===== src/design/daq_consts.svh =====
`ifndef DAQ_CONSTS_SVH
`define DAQ_CONSTS_SVH

//////////////////////////////
// Wake-up and settling times, in Clk cycles
//////////////////////////////

// ASIC reset hold after power-on, LVDS receiver wake-up
`define DAQ_POWER_RESET_CYCLES 8
// Settling before the first acquisition
`define DAQ_RESET_START_CYCLES 40
`define DAQ_SRO_CYCLES         16   // Extra start-readout length
`define DAQ_DATA_END_CYCLES    1600 // Drain wait for late data

//////////////////////////////
// Trailer words
//////////////////////////////

`define DAQ_TAIL_HEAD 16'hFF45
`define DAQ_COUNT_TAG 8'hCC  // Upper byte of the second word
`define DAQ_TAIL_END  16'h45FF

`endif


===== src/design/DaqPkg.sv =====
`default_nettype none

package DaqPkg;

    typedef logic [15:0] DaqWord_t;    // Data stream word
    typedef logic [23:0] TrigCount_t;  // Trigger count
    typedef logic [15:0] Delay_t;      // Cycle count for the delay timer

    // Run sequencer states
    typedef enum logic [3:0] {
        Idle,
        ChipReset,
        PowerOn,
        Release,
        WaitStart,
        Acquire,
        WaitRead,
        StartRo,
        WaitReadDone,
        OnceEndHold,
        WaitDataEnd,
        AllDoneWait
    } SeqState_t;

    // Pass forwards ASIC data, Word and Gap build the trailer
    typedef enum logic [1:0] {Pass, Word, Gap} TrailerState_t;

endpackage

`default_nettype wire


===== src/design/AsicEventIf.sv =====
`default_nettype none

// Synchronized ASIC events, all in the Clk domain
interface AsicEventIf;

    logic TrigEdge;   // Rising edge of AcqTrigger
    logic ChipFull;   // Falling edge of ChipSatB
    logic ReadStart;  // Rising edge of ChipSatB
    logic EndRead;    // Level of EndReadout

    modport Sync (
        output TrigEdge, ChipFull, ReadStart, EndRead
    );

    modport Seq (
        input TrigEdge, ChipFull, ReadStart, EndRead
    );

    // Only triggers are counted
    modport Count (
        input TrigEdge
    );

endinterface

`default_nettype wire


===== src/design/EdgeSync.sv =====
`default_nettype none

module EdgeSync (
    input  logic     Clk,
    input  logic     reset_n,
    input  logic     AcqTrigger,
    input  logic     ChipSatB,
    input  logic     EndReadout,
    AsicEventIf.Sync Events
);

    // Bit 0 trigger, bit 1 chip saturation, bit 2 end of readout
    localparam logic [2:0] PinIdle = 3'b010;  // ChipSatB is active low

    logic [2:0] Pins;
    logic [2:0] Stage1;   // Metastable stage
    logic [2:0] Stage2;   // Synchronized level
    logic [2:0] Stage3;   // Previous level, for edge detection

    assign Pins = {EndReadout, ChipSatB, AcqTrigger};

    always_ff @(posedge Clk or negedge reset_n) begin
        if (!reset_n) begin
            Stage1 <= PinIdle;
            Stage2 <= PinIdle;
            Stage3 <= PinIdle;
        end else begin
            Stage1 <= Pins;
            Stage2 <= Stage1;
            Stage3 <= Stage2;
        end
    end

    //////////////////////////////
    // Registered event strobes
    //////////////////////////////
    always_ff @(posedge Clk or negedge reset_n) begin
        if (!reset_n) begin
            Events.TrigEdge  <= 1'b0;
            Events.ChipFull  <= 1'b0;
            Events.ReadStart <= 1'b0;
            Events.EndRead   <= 1'b0;
        end else begin
            Events.TrigEdge  <= Stage2[0] & ~Stage3[0];
            Events.ChipFull  <= ~Stage2[1] & Stage3[1];   // One or more chips full
            Events.ReadStart <= Stage2[1] & ~Stage3[1];   // Readout may start
            Events.EndRead   <= Stage2[2];
        end
    end

endmodule

`default_nettype wire


===== src/design/TrigCounter.sv =====
`default_nettype none

module TrigCounter (
    input  logic               Clk,
    input  logic               reset_n,
    AsicEventIf.Count          Events,
    input  logic               CountClear,
    input  logic               CountEnable,
    output DaqPkg::TrigCount_t TrigCount
);

    // Counts every trigger while the run is open,
    // also the ones that land inside an acquisition window
    always_ff @(posedge Clk or negedge reset_n) begin
        if (!reset_n) begin
            TrigCount <= '0;
        end else if (CountClear) begin
            TrigCount <= '0;                   // New run
        end else if (CountEnable && Events.TrigEdge) begin
            TrigCount <= TrigCount + 1'b1;     // Wraps at 24 bits
        end
    end

endmodule

`default_nettype wire


===== src/design/AcqSequencer.sv =====
`default_nettype none

`include "daq_consts.svh"

module AcqSequencer (
    input  logic           Clk,
    input  logic           reset_n,
    input  logic           ModuleStart,
    input  DaqPkg::Delay_t AcquisitionTime,
    input  DaqPkg::Delay_t EndHoldTime,
    AsicEventIf.Seq        Events,
    input  logic           DataTransmitDone,
    input  logic           TrailerDone,
    output logic           ResetB,
    output logic           StartAcq,
    output logic           ForceExternalRaz,
    output logic           StartReadout,
    output logic           PwrOnA,
    output logic           PwrOnD,
    output logic           PwrOnDac,
    output logic           OnceEnd,
    output logic           AllDone,
    output logic           CountClear,
    output logic           CountEnable,
    output logic           TrailerGo
);

    import DaqPkg::*;

    SeqState_t  State;
    Delay_t     Delay;        // Shared delay timer
    logic [11:0] DrainCount;  // Late data drain before the trailer
    logic       DoneHeld;     // Trailer sent, waiting for the host
    logic       AnaPower;

    //////////////////////////////
    // Run state machine
    //////////////////////////////
    always_ff @(posedge Clk or negedge reset_n) begin
        if (!reset_n) begin
            State        <= Idle;
            Delay        <= '0;
            DrainCount   <= '0;
            ResetB       <= 1'b1;
            StartAcq     <= 1'b0;
            StartReadout <= 1'b0;
            OnceEnd      <= 1'b0;
            CountClear   <= 1'b0;
            CountEnable  <= 1'b0;
            TrailerGo    <= 1'b0;
            DoneHeld     <= 1'b0;
        end else begin
            CountClear <= 1'b0;
            TrailerGo  <= 1'b0;
            case (State)
                Idle: begin
                    if (ModuleStart) begin
                        ResetB     <= 1'b0;   // Hold the ASIC digital part in reset
                        CountClear <= 1'b1;
                        State      <= ChipReset;
                    end
                end
                ChipReset: begin
                    State <= PowerOn;
                end
                PowerOn: begin
                    if (Delay < Delay_t'(`DAQ_POWER_RESET_CYCLES)) begin
                        Delay <= Delay + 1'b1;
                    end else begin
                        Delay  <= '0;
                        ResetB <= 1'b1;
                        State  <= Release;
                    end
                end
                Release: begin
                    if (Delay < Delay_t'(`DAQ_RESET_START_CYCLES)) begin
                        Delay <= Delay + 1'b1;
                    end else begin
                        Delay       <= '0;
                        CountEnable <= 1'b1;  // Startup complete
                        State       <= WaitStart;
                    end
                end
                WaitStart: begin
                    if (!ModuleStart) begin
                        CountEnable <= 1'b0;
                        DrainCount  <= '0;
                        State       <= WaitDataEnd;
                    end else if (Events.TrigEdge) begin
                        StartAcq <= 1'b1;
                        State    <= Acquire;
                    end
                end
                Acquire: begin
                    // Window closes on timeout or when a chip is full
                    if (Delay >= AcquisitionTime || Events.ChipFull) begin
                        Delay    <= '0;
                        StartAcq <= 1'b0;
                        State    <= WaitRead;
                    end else begin
                        Delay <= Delay + 1'b1;
                    end
                end
                WaitRead: begin
                    if (Events.ReadStart) begin
                        StartReadout <= 1'b1;
                        State        <= StartRo;
                    end
                end
                StartRo: begin
                    if (Delay < Delay_t'(`DAQ_SRO_CYCLES)) begin
                        Delay <= Delay + 1'b1;
                    end else begin
                        Delay        <= '0;
                        StartReadout <= 1'b0;
                        State        <= WaitReadDone;
                    end
                end
                WaitReadDone: begin
                    if (Events.EndRead) begin
                        OnceEnd <= 1'b1;
                        State   <= OnceEndHold;
                    end
                end
                OnceEndHold: begin
                    if (Delay < EndHoldTime) begin
                        Delay <= Delay + 1'b1;
                    end else begin
                        Delay   <= '0;
                        OnceEnd <= 1'b0;
                        State   <= WaitStart;  // Ready for the next trigger
                    end
                end
                WaitDataEnd: begin
                    if (DrainCount < 12'(`DAQ_DATA_END_CYCLES)) begin
                        DrainCount <= DrainCount + 1'b1;
                    end else begin
                        DrainCount <= '0;
                        TrailerGo  <= 1'b1;
                        State      <= AllDoneWait;
                    end
                end
                AllDoneWait: begin
                    if (AllDone && DataTransmitDone) begin
                        DoneHeld <= 1'b0;
                        State    <= Idle;
                    end else if (TrailerDone) begin
                        DoneHeld <= 1'b1;
                    end
                end
                default: begin
                    State <= Idle;
                end
            endcase
        end
    end

    // Raz is forced whenever no window is open
    assign ForceExternalRaz = ~StartAcq;

    // Rises on the trailer strobe itself, then holds until the host is done
    assign AllDone = TrailerDone | DoneHeld;

    //////////////////////////////
    // Power pulsing
    //////////////////////////////
    assign AnaPower = State inside {ChipReset, PowerOn, Release, WaitStart, Acquire,
                                    WaitRead, StartRo, WaitReadDone, OnceEndHold};

    assign PwrOnA   = AnaPower;
    assign PwrOnDac = AnaPower;
    assign PwrOnD   = AnaPower && (State != ChipReset);  // Digital part one cycle later

endmodule

`default_nettype wire


===== src/design/TrailerMux.sv =====
`default_nettype none

`include "daq_consts.svh"

module TrailerMux (
    input  logic               Clk,
    input  logic               reset_n,
    input  logic               TrailerGo,
    input  DaqPkg::TrigCount_t TrigCount,
    input  DaqPkg::DaqWord_t   MicrorocData,
    input  logic               MicrorocDataEn,
    output DaqPkg::DaqWord_t   SlaveDaqData,
    output logic               SlaveDaqDataEn,
    output logic               TrailerDone
);

    import DaqPkg::*;

    TrailerState_t State;
    logic [1:0]    WordIdx;      // Trailer word being sent
    TrigCount_t    CountHold;    // Count frozen at the start of the trailer
    DaqWord_t      TrailerWord;

    always_ff @(posedge Clk or negedge reset_n) begin
        if (!reset_n) begin
            State       <= Pass;
            WordIdx     <= '0;
            TrailerDone <= 1'b0;
        end else begin
            TrailerDone <= 1'b0;
            case (State)
                Pass: begin
                    if (TrailerGo) begin
                        WordIdx <= '0;
                        State   <= Word;
                    end
                end
                Word: State <= Gap;     // One enabled cycle per word
                Gap: begin
                    if (WordIdx == 2'd3) begin
                        TrailerDone <= 1'b1;
                        State       <= Pass;
                    end else begin
                        WordIdx <= WordIdx + 1'b1;
                        State   <= Word;
                    end
                end
                default: State <= Pass;
            endcase
        end
    end

    always_ff @(posedge Clk) begin
        if (State == Pass && TrailerGo)
            CountHold <= TrigCount;
    end

    always_comb begin
        case (WordIdx)
            2'd0:    TrailerWord = `DAQ_TAIL_HEAD;
            2'd1:    TrailerWord = {`DAQ_COUNT_TAG, CountHold[23:16]};
            2'd2:    TrailerWord = CountHold[15:0];
            default: TrailerWord = `DAQ_TAIL_END;
        endcase
    end

    // ASIC words arriving during the trailer are dropped
    assign SlaveDaqData   = (State == Pass) ? MicrorocData : TrailerWord;
    assign SlaveDaqDataEn = (State == Pass) ? MicrorocDataEn : (State == Word);

endmodule

`default_nettype wire


===== src/design/SlaveDaq.sv =====
`default_nettype none

module SlaveDaq (
    input  logic             Clk,
    input  logic             reset_n,
    input  logic             ModuleStart,       // Run enable from the host
    input  logic             AcqTrigger,        // External trigger, asynchronous
    input  logic             ChipSatB,          // Chip full, active low
    input  logic             EndReadout,        // Digital RAM readout finished
    input  DaqPkg::Delay_t   AcquisitionTime,
    input  DaqPkg::Delay_t   EndHoldTime,
    input  DaqPkg::DaqWord_t MicrorocData,
    input  logic             MicrorocDataEn,
    input  logic             DataTransmitDone,
    output logic             ResetB,
    output logic             StartAcq,
    output logic             ForceExternalRaz,
    output logic             StartReadout,
    output logic             PwrOnA,
    output logic             PwrOnD,
    output logic             PwrOnDac,
    output logic             OnceEnd,
    output logic             AllDone,
    output DaqPkg::DaqWord_t SlaveDaqData,
    output logic             SlaveDaqDataEn
);

    import DaqPkg::*;

    logic       CountClear;
    logic       CountEnable;
    TrigCount_t TrigCount;
    logic       TrailerGo;
    logic       TrailerDone;

    AsicEventIf Events ();

    //////////////////////////////
    // Blocks
    //////////////////////////////
    EdgeSync edgeSync0 (
        .Clk        (Clk),
        .reset_n    (reset_n),
        .AcqTrigger (AcqTrigger),
        .ChipSatB   (ChipSatB),
        .EndReadout (EndReadout),
        .Events     (Events.Sync)
    );

    TrigCounter trigCounter0 (
        .Clk         (Clk),
        .reset_n     (reset_n),
        .Events      (Events.Count),
        .CountClear  (CountClear),
        .CountEnable (CountEnable),
        .TrigCount   (TrigCount)
    );

    AcqSequencer acqSequencer0 (
        .Clk              (Clk),
        .reset_n          (reset_n),
        .ModuleStart      (ModuleStart),
        .AcquisitionTime  (AcquisitionTime),
        .EndHoldTime      (EndHoldTime),
        .Events           (Events.Seq),
        .DataTransmitDone (DataTransmitDone),
        .TrailerDone      (TrailerDone),
        .ResetB           (ResetB),
        .StartAcq         (StartAcq),
        .ForceExternalRaz (ForceExternalRaz),
        .StartReadout     (StartReadout),
        .PwrOnA           (PwrOnA),
        .PwrOnD           (PwrOnD),
        .PwrOnDac         (PwrOnDac),
        .OnceEnd          (OnceEnd),
        .AllDone          (AllDone),
        .CountClear       (CountClear),
        .CountEnable      (CountEnable),
        .TrailerGo        (TrailerGo)
    );

    TrailerMux trailerMux0 (
        .Clk            (Clk),
        .reset_n        (reset_n),
        .TrailerGo      (TrailerGo),
        .TrigCount      (TrigCount),
        .MicrorocData   (MicrorocData),
        .MicrorocDataEn (MicrorocDataEn),
        .SlaveDaqData   (SlaveDaqData),
        .SlaveDaqDataEn (SlaveDaqDataEn),
        .TrailerDone    (TrailerDone)
    );

endmodule

`default_nettype wire


===== config.mk =====
export PLATFORM = sky130hd
export DESIGN_NAME = SlaveDaq
export DESIGN_NICKNAME = d
export VERILOG_FILES = /design/src/design/DaqPkg.sv /design/src/design/AsicEventIf.sv /design/src/design/EdgeSync.sv /design/src/design/TrigCounter.sv /design/src/design/AcqSequencer.sv /design/src/design/TrailerMux.sv /design/src/design/SlaveDaq.sv
export VERILOG_INCLUDE_DIRS = /design/src /design/src/design
export SDC_FILE = /design/constraint.sdc
export NUM_CORES = 1
export LEC_CHECK = 0
export ABC_CLOCK_PERIOD_IN_PS = 6100
export BUFFER_PORTS_ARGS = -buffer_cell sky130_fd_sc_hd__buf_2
export CAP_MARGIN = 25
export CELL_PAD_IN_SITES_DETAIL_PLACEMENT = 0
export CELL_PAD_IN_SITES_GLOBAL_PLACEMENT = 1
export CORE_MARGIN = 5
export CORE_UTILIZATION = 48
export CTS_BUF_LIST = sky130_fd_sc_hd__clkbuf_16
export CTS_CLUSTER_DIAMETER = 30
export DETAILED_ROUTE_END_ITERATION = 12
export GPL_TIMING_DRIVEN = 0
export MAX_ROUTING_LAYER = met4
export PLACE_DENSITY = 0.95
export SYNTH_ARGS = -nofsm -noshare
export SYNTH_HDL_FRONTEND = slang
export SYNTH_HIERARCHICAL = 1
export SYNTH_SLANG_ARGS = --single-unit

===== constraint.sdc =====
create_clock -name Clk -period 6.1 [get_ports Clk]
set_clock_uncertainty 0.15 [all_clocks]
set_input_delay 1.22 -clock Clk [delete_from_list [all_inputs] [get_ports Clk]]
set_output_delay 1.22 -clock Clk [all_outputs]
set_load 0.1 [all_outputs]

==> run summary, run 1 <==
total of buffers placed on input and output ports -> 81
Syn Area/Cell -> 9.66 µm²
Psw -> 1480 µW
Bufs on Longest Clock Path -> 2
Clock H-tree levels -> 3
highest cell delay on the worst timing path -> 0.44 ns
largest net degree at the start of global routing -> 75
required time of the critical path -> 4.73 ns
synthesized instance count -> 619
Tcrit/Tclk final -> 64.5%
share of total power in combinational logic -> 49.6%
Register-to-Register Path Depth -> 8
upper clock frequency limit -> 0.254 GHz
final routed DRC violation total -> 0
Int Pwr -> 1480 µW
wire per inst -> 15.6 µm
proportion of power drawn by the clock network -> 19.6%
ordered cell list for the critical path -> buf_1 > clkbuf_1 > nor2_1 > a21oi_1 > buf_4 > buf_2
clk slew on worst S/H paths -> 0.07 ns
fraction of final layout cells sized beyond drive strength 1 -> 19.5%
slew at the pin closest to its max-slew limit -> 0.932 ns
# hold bufs at CTS -> 0
share of total power in sequential cells -> 30.8%
Post-DP HPWL -> 10200 µm
Post-CTS Setup Inserts -> 0
vertical die dimension -> 122 µm
maximum net fanout on the critical path -> 10
IO Pins -> 82
leakage dissipation -> 0.00316 µW
number of failing setup endpoints in the final timing report -> 0
classification of the worst-slack hold path -> reg2reg
post-synth cell types -> 69
Post-synth EDFFs -> 24
DRC violation total after the first TritonRoute iteration -> 317
initial core utilization -> 49.4%
Area Growth Syn to Fin -> 16.5%
proportion of synthesized flip-flops having asynchronous set or reset -> 77.1%
main flop type after synthesis -> sky130_fd_sc_hd__dfrtp_1
total congestion overflow after global routing -> 0
Critical-path top delay cell -> sky130_fd_sc_hd__clkbuf_1
synthesized area -> 5980 µm²
Syn. warnings -> 6
pins over their slew limit -> 0
type of origin of the critical path -> register
number of instances resized during post-cts repair -> 0
Design Power -> 2960 µW
cell family with most CP delay -> buffers and inverters
reg-to-reg startpoint -> acqSequencer0/Delay[2]
setup repair after global routing missed its margin -> no
number of endpoints with negative hold slack in the final report -> 0
antenna violations before repair -> 0
total global routing track utilization -> 19.4%
number of violations of the max-capacitance limit -> 0
Critical R2R Capture -> acqSequencer0/Delay[11]
buffers plus inverters on the worst setup path -> 4
Hold EP -> edgeSync0/Stage2[0]
result of the run -> completed
RD Place Congestion -> 0.901
root buffer selected by CTS -> sky130_fd_sc_hd__clkbuf_16
vias per std cell -> 5.68
worst-case vdd ir drop -> 0.000383 V
final layout net count -> 808
Skew-Pair Late Insertion Delay -> 0.35 ns
startpoint of the lowest-slack hold path -> edgeSync0/Stage1[0]
power per standard cell area -> 426 nW/µm²
Worst EP arrival -> 2.56 ns
net count of the mapped netlist -> 714
number of sinks handled by clock tree synthesis -> 105
share of total power consumed by net switching -> 49.9%
number of synthesized register bits -> 105
clock tree from TritonCTS -> yes
die area -> 14800 µm²
vias after detailed routing -> 5031
Register-to-Register Setup Slack -> 3.10 ns
total core area -> 12100 µm²
Max-slew headroom -> 37.7%
DRT antenna net count -> 0
critical path type -> reg2out
global-route wire length before repair -> 22800 µm
number of inserted diodes -> 0
total iterations of the first detailed-routing run -> 5
width of the die -> 122 µm
number of cells on the worst hold path -> 0
total negative slack -> 0 ns
Num CTS Buffers -> 9
WL final -> 13800 µm
fin crit period -> 3.93 ns
cell row count -> 40
sequential element share of the synthesized area -> 46.0%
Critical Path End Type -> output port
number of global-route vias before repair -> 4824
routing by layer:
metal | vias to the layer above | GRT usage [%] | routed length [µm]
met5 | - | - | 0
met4 | 0 | 5.04 | 129
met3 | 14 | 3.76 | 808
met2 | 157 | 30.7 | 6630
met1 | 2394 | 25.9 | 6270
li1 | 2466 | - | -
power by group through the flow:
stage | Clock (µW) | Sequential (µW) | Combinational (µW)
after global routing | 624 | 928 | 1580
after floorplan | 0 | 912 | 1170
after detailed placement | 0 | 924 | 1450
after CTS | 596 | 910 | 1460
final | 581 | 912 | 1470
after global placement | 0 | 919 | 1430
logic make-up after synthesis:
kind of cell             after synthesis  synth area share, %
multiplexers                           4                0.753
flip-flops                           105                 46.0
AO/OA/AOI/OAI                        167                 18.2
XOR/XNOR                              14                 2.05
adder cells (fa/ha/maj)               39                 8.16
buffers and inverters                 67                 4.92
AND/OR/NAND/NOR                      223                 19.9
registers in the layout (all words and copies together) (netlist names):
signal / cells
acqSequencer0/CountClear: 1
edgeSync0/Events.TrigEdge: 1
acqSequencer0/ResetB: 1
acqSequencer0/StartReadout: 1
acqSequencer0/StartAcq: 1
edgeSync0/Stage1: 3
trailerMux0/WordIdx: 2
acqSequencer0/TrailerGo: 1
acqSequencer0/OnceEnd: 1
acqSequencer0/Delay: 16
edgeSync0/Events.ChipFull: 1
edgeSync0/Stage3: 2
trailerMux0/CountHold: 24
trigCounter0/TrigCount: 24
trailerMux0/State: 2
trailerMux0/TrailerDone: 1
acqSequencer0/State: 4
edgeSync0/Events.EndRead: 1
edgeSync0/Events.ReadStart: 1
edgeSync0/Stage2: 3
acqSequencer0/CountEnable: 1
acqSequencer0/DoneHeld: 1
acqSequencer0/DrainCount: 12
metrics by stage:
stage | cell area, µm² | setup WS, ns | instances | hold slack (ns) | util (%)
6_report | 6960 | 2.17 | 886 | 0.199 | 57.5
5_1_grt | 6960 | 2.06 | 886 | 0.212 | 57.5
4_1_cts | 6940 | 2.18 | 885 | 0.203 | 57.3
3_5_place_dp | 6620 | 2.16 | 869 | 0.186 | 54.7
3_3_place_gp | 6590 | 2.25 | 868 | 0.186 | 54.4
2_1_floorplan | 5980 | 1.62 | 619 | 0.181 | -
layout by cell type, fill, tap and decap left out, types with 6 or more instances in the layout:
master and instances:
sky130_fd_sc_hd__dfrtp_1 77, sky130_fd_sc_hd__buf_2 89, sky130_fd_sc_hd__nor3_1 23, sky130_fd_sc_hd__nand2b_1 6, sky130_fd_sc_hd__o21ai_0 35, sky130_fd_sc_hd__a31oi_1 13, sky130_fd_sc_hd__ha_1 39, sky130_fd_sc_hd__inv_1 39
sky130_fd_sc_hd__clkbuf_16 9, sky130_fd_sc_hd__a21oi_1 41, sky130_fd_sc_hd__o21ai_1 9, sky130_fd_sc_hd__o31ai_1 12, sky130_fd_sc_hd__xor2_1 8, sky130_fd_sc_hd__nand2_1 51, sky130_fd_sc_hd__nor2b_1 9, sky130_fd_sc_hd__xnor2_1 6
sky130_fd_sc_hd__and3_1 13, sky130_fd_sc_hd__a211oi_1 6, sky130_fd_sc_hd__edfxtp_1 24, sky130_fd_sc_hd__or3_1 10, sky130_fd_sc_hd__o211ai_1 9, sky130_fd_sc_hd__nand3_1 18, sky130_fd_sc_hd__clkbuf_1 11, sky130_fd_sc_hd__nor2_1 45
sky130_fd_sc_hd__nand4_1 12
cell type report:
type                       instances  area [µm²]
buffer                            28         148
clock buffer                       9         225
clock inverter                     7        86.3
fill                            1076        5150
inverter                          39         146
multi-input combinational        447        2930
sequential                       105        2750
tap                              168         210
timing repair buffer              83         463
cells in the mapped netlist, types with 5 or more instances:
master                      count  area share [%]
sky130_fd_sc_hd__buf_2          9            0.75
sky130_fd_sc_hd__a211oi_1       6            0.75
sky130_fd_sc_hd__a31oi_1       13             1.4
sky130_fd_sc_hd__ha_1          39             8.2
sky130_fd_sc_hd__a221oi_1       5            0.73
sky130_fd_sc_hd__a22oi_1        5            0.63
sky130_fd_sc_hd__o21ai_0       35             2.9
sky130_fd_sc_hd__nand2b_1       6            0.63
sky130_fd_sc_hd__or4_1          5            0.63
sky130_fd_sc_hd__o211ai_1       9             1.1
sky130_fd_sc_hd__and3_1        13             1.4
sky130_fd_sc_hd__clkbuf_1      11            0.69
sky130_fd_sc_hd__nor3_1        23             1.9
sky130_fd_sc_hd__edfxtp_1      24              12
sky130_fd_sc_hd__nand2_1       51             3.2
sky130_fd_sc_hd__xor2_1         8             1.2
sky130_fd_sc_hd__inv_1         39             2.4
sky130_fd_sc_hd__a21oi_1       41             3.4
sky130_fd_sc_hd__nand3_1       18             1.5
sky130_fd_sc_hd__o21ai_1        9            0.75
sky130_fd_sc_hd__or3_1         10             1.0
sky130_fd_sc_hd__xnor2_1        6            0.88
sky130_fd_sc_hd__o2bb2ai_1      5            0.73
sky130_fd_sc_hd__nor2b_1        9            0.94
sky130_fd_sc_hd__nor2_1        45             2.8
sky130_fd_sc_hd__o31ai_1       12             1.5
sky130_fd_sc_hd__dfrtp_1       77              32
sky130_fd_sc_hd__nand4_1       12             1.3
worst register-to-register path: cells and delay by family, from the launching register on:
family          cells  cell delay, ns
flops               1            0.45
simple gates        1            0.15
compound gates      6            1.82
fa+ha+maj           1            0.33
how the worst max path moves through the flow:
stage                                    to                   start  depth (start not counted)
finish                             PwrOnDac  acqSequencer0/State[0]                          6
global placement     acqSequencer0/Delay[3]          EndHoldTime[2]                         11
floorplan                          PwrOnDac  acqSequencer0/State[0]                          5
detailed placement  acqSequencer0/Delay[12]          EndHoldTime[2]                         10
CTS                                PwrOnDac  acqSequencer0/State[0]                          6
global route                       PwrOnDac  acqSequencer0/State[0]                          6
No activity file was read; power rests on OpenSTA's default activity.
==> inputs of run 2 (changes only) <==
ABC_AREA = 1   (was not set)
ABC_CLOCK_PERIOD_IN_PS = 3600   (was 6100)
CORE_UTILIZATION = 39   (was 48)
PLACE_DENSITY = 0.87   (was 0.95)
clock period = 3.6 ns   (was 6.1 ns; I/O delays follow)
==> run 2 against run 1 <==
- setup slack lost 1.6 ns
- synthesized area up 9.6%
- sequential cell count is the same
- critical endpoint is now SlaveDaqData[15]
- non-clock buffer count decreased by 17
- clock power grew 71%
- critical path type unchanged
==> run summary, run 2 <==
upper clock frequency limit -> 0.332 GHz
WL final -> 14700 µm
RD Place Congestion -> 0.876
sequential element share of the synthesized area -> 42.0%
antenna violations before repair -> 0
net count of the mapped netlist -> 952
Num CTS Buffers -> 9
cell family with most CP delay -> buffers and inverters
buffers plus inverters on the worst setup path -> 4
synthesized area -> 6560 µm²
vias per std cell -> 4.72
number of synthesized register bits -> 105
DRC violation total after the first TritonRoute iteration -> 370
die area -> 19500 µm²
largest net degree at the start of global routing -> 44
Area Growth Syn to Fin -> 15.5%
wire per inst -> 12.5 µm
Critical Path End Type -> output port
pins over their slew limit -> 0
final hold slack -> 0.174 ns
critical path type -> reg2out
cell row count -> 47
total negative slack -> 0 ns
highest cell delay on the worst timing path -> 0.44 ns
Routed met1 length -> 7190 µm
total core area -> 16500 µm²
width of the die -> 140 µm
required time of the critical path -> 2.73 ns
number of violations of the max-capacitance limit -> 0
Syn. warnings -> 6
# hold bufs at CTS -> 0
number of failing setup endpoints in the final timing report -> 0
area of all placed cells without fillers -> 7570 µm²
initial core utilization -> 39.7%
final layout net count -> 1045
Placed Area -> 7270 µm²
Critical-path top delay cell -> sky130_fd_sc_hd__dfrtp_1
Met2 Routed Length -> 6500 µm
Syn Area/Cell -> 7.65 µm²
Post-synth EDFFs -> 24
worst-case vdd ir drop -> 0.000919 V
fraction of final layout cells sized beyond drive strength 1 -> 17.9%
post-synth cell types -> 39
leakage dissipation -> 0.00390 µW
clk slew on worst S/H paths -> 0.08 ns
Storage cell area -> 2750 µm²
Post-DP HPWL -> 11200 µm
vertical die dimension -> 140 µm
Max-slew headroom -> 43.7%
Yosys top cell by area -> sky130_fd_sc_hd__dfrtp_1
power per standard cell area -> 557 nW/µm²
total of buffers placed on input and output ports -> 81
Post-CTS Setup Inserts -> 0
total congestion overflow after global routing -> 0
number of inserted diodes -> 0
Multi-input gate area -> 3270 µm²
commonest non-fill, non-tap cells in the layout -> sky130_fd_sc_hd__nand2_1 (217), sky130_fd_sc_hd__inv_1 (114), sky130_fd_sc_hd__nor2_1 (114), sky130_fd_sc_hd__buf_2 (84), sky130_fd_sc_hd__dfrtp_1 (77)
fin crit period -> 3.01 ns
number of instances resized during post-cts repair -> 0
maximum net fanout on the critical path -> 10
total iterations of the first detailed-routing run -> 4
final routed DRC violation total -> 0
slew at the pin closest to its max-slew limit -> 0.844 ns
synthesized instance count -> 857
Tcrit/Tclk final -> 83.5%
most frequent CP cell -> sky130_fd_sc_hd__nand2_1
global-route wire length before repair -> 24500 µm
vias after detailed routing -> 5548
ordered cell list for the critical path -> inv_1 > ha_1 > clkbuf_2 > buf_2 > nand2_1 > nand2_1 > nand2_1 > nand2_1 > buf_2
count leader, synth -> sky130_fd_sc_hd__nand2_1
Bufs on Longest Clock Path -> 2
Placed Cells incl. Taps -> 1159
total global routing track utilization -> 15.8%
most common cell after layout, fill and taps aside -> sky130_fd_sc_hd__nand2_1
highest metal used -> met4
Filler Cells Inserted -> 1654
Worst EP arrival -> 2.14 ns
number of sinks handled by clock tree synthesis -> 105
Clock H-tree levels -> 3
IO Pins -> 82
DRT antenna net count -> 0
main flop type after synthesis -> sky130_fd_sc_hd__dfrtp_1
number of endpoints with negative hold slack in the final report -> 0
proportion of netlist area held by the largest area contributor -> 29.4%
final non-filler cell total -> 1175
result of the run -> completed
Skew-Pair Late Insertion Delay -> 0.36 ns
Post-synth top cells -> sky130_fd_sc_hd__nand2_1 (217), sky130_fd_sc_hd__inv_1 (114), sky130_fd_sc_hd__nor2_1 (114)
type of origin of the critical path -> register
wire length on met3 -> 822 µm
proportion of synthesized flip-flops having asynchronous set or reset -> 77.1%
top post-synthesis cells by area -> sky130_fd_sc_hd__dfrtp_1 (29%), sky130_fd_sc_hd__nand2_1 (12%), sky130_fd_sc_hd__edfxtp_1 (11%), sky130_fd_sc_hd__ha_1 (7.4%), sky130_fd_sc_hd__inv_1 (6.5%)
classification of the worst-slack hold path -> in2async
root buffer selected by CTS -> sky130_fd_sc_hd__clkbuf_16
registers with the most flip-flops -> trailerMux0/CountHold x24, trigCounter0/TrigCount x24, acqSequencer0/Delay x16
number of global-route vias before repair -> 5085
setup repair after global routing missed its margin -> no
clock tree from TritonCTS -> yes
## run 2: layout make-up
type	instances	share of cell area [%]
clock inverter	7	1.04
tap	220	3.64
clock buffer	9	2.98
buffer	12	0.992
multi-input combinational	618	43.2
sequential	105	36.4
inverter	122	6.05
timing repair buffer	82	5.75
## run 2: routing by layer
layer | up-vias | global-route usage (%)
li1 | 2926 | -
met2 | 113 | 23.6
met5 | - | -
met3 | 9 | 3.98
met1 | 2500 | 21.6
met4 | 0 | 3.77
## run 2: through the flow
| step | util [%] | power, µW | setup WS (ns) |
|---|---|---|---|
| floorplan | - | 2870 | 0.295 |
| global placement | 43.8 | 3230 | 0.939 |
| detailed placement | 44.0 | 3240 | 0.935 |
| CTS | 45.8 | 4260 | 0.573 |
| global route | 45.8 | 4490 | 0.364 |
| finish | 45.8 | 4210 | 0.592 |
## run 2: path summary, 6_finish.rpt
path / slack, ns / end / from / depth (start not counted)
min: 0.17 / trigCounter0/TrigCount[18] / reset_n / 1
max in group asynchronous: 2.46 / acqSequencer0/ResetB / reset_n / 2
max reg2reg: 1.22 / acqSequencer0/Delay[11] / acqSequencer0/Delay[9] / 10
min in group Clk: 0.20 / edgeSync0/Stage2[0] / edgeSync0/Stage1[0] / 0
max: 0.59 / SlaveDaqData[15] / trailerMux0/WordIdx[0] / 9
min reg2reg: 0.20 / edgeSync0/Stage2[0] / edgeSync0/Stage1[0] / 0
## run 2: cells by family after synthesis
kind of cell    share of synthesized area (%)
compound gates                           6.20
xor+xnor                                 2.14
buf+inv                                  8.13
fa+ha+maj                                7.44
flops                                    42.0
simple gates                             34.1
## run 2: worst register-to-register path, stage by stage (launching register included)
cell and delay (ns):
sky130_fd_sc_hd__dfrtp_1 0.49, sky130_fd_sc_hd__ha_1 0.33, sky130_fd_sc_hd__nand2_1 0.07, sky130_fd_sc_hd__inv_1 0.03, sky130_fd_sc_hd__o21ai_0 0.15, sky130_fd_sc_hd__a21oi_1 0.12, sky130_fd_sc_hd__nor2_1 0.28, sky130_fd_sc_hd__and2_1 0.23
sky130_fd_sc_hd__buf_2 0.25, sky130_fd_sc_hd__nand3_1 0.11, sky130_fd_sc_hd__nand3_1 0.12
## run 2: report_power, final
part | internal, µW | total (µW) | leakage, µW | switching (µW)
Combinational | 442 | 1700 | 0.00241 | 1260
Clock | 498 | 995 | 0.000150 | 498
Sequential | 1360 | 1520 | 0.00134 | 157
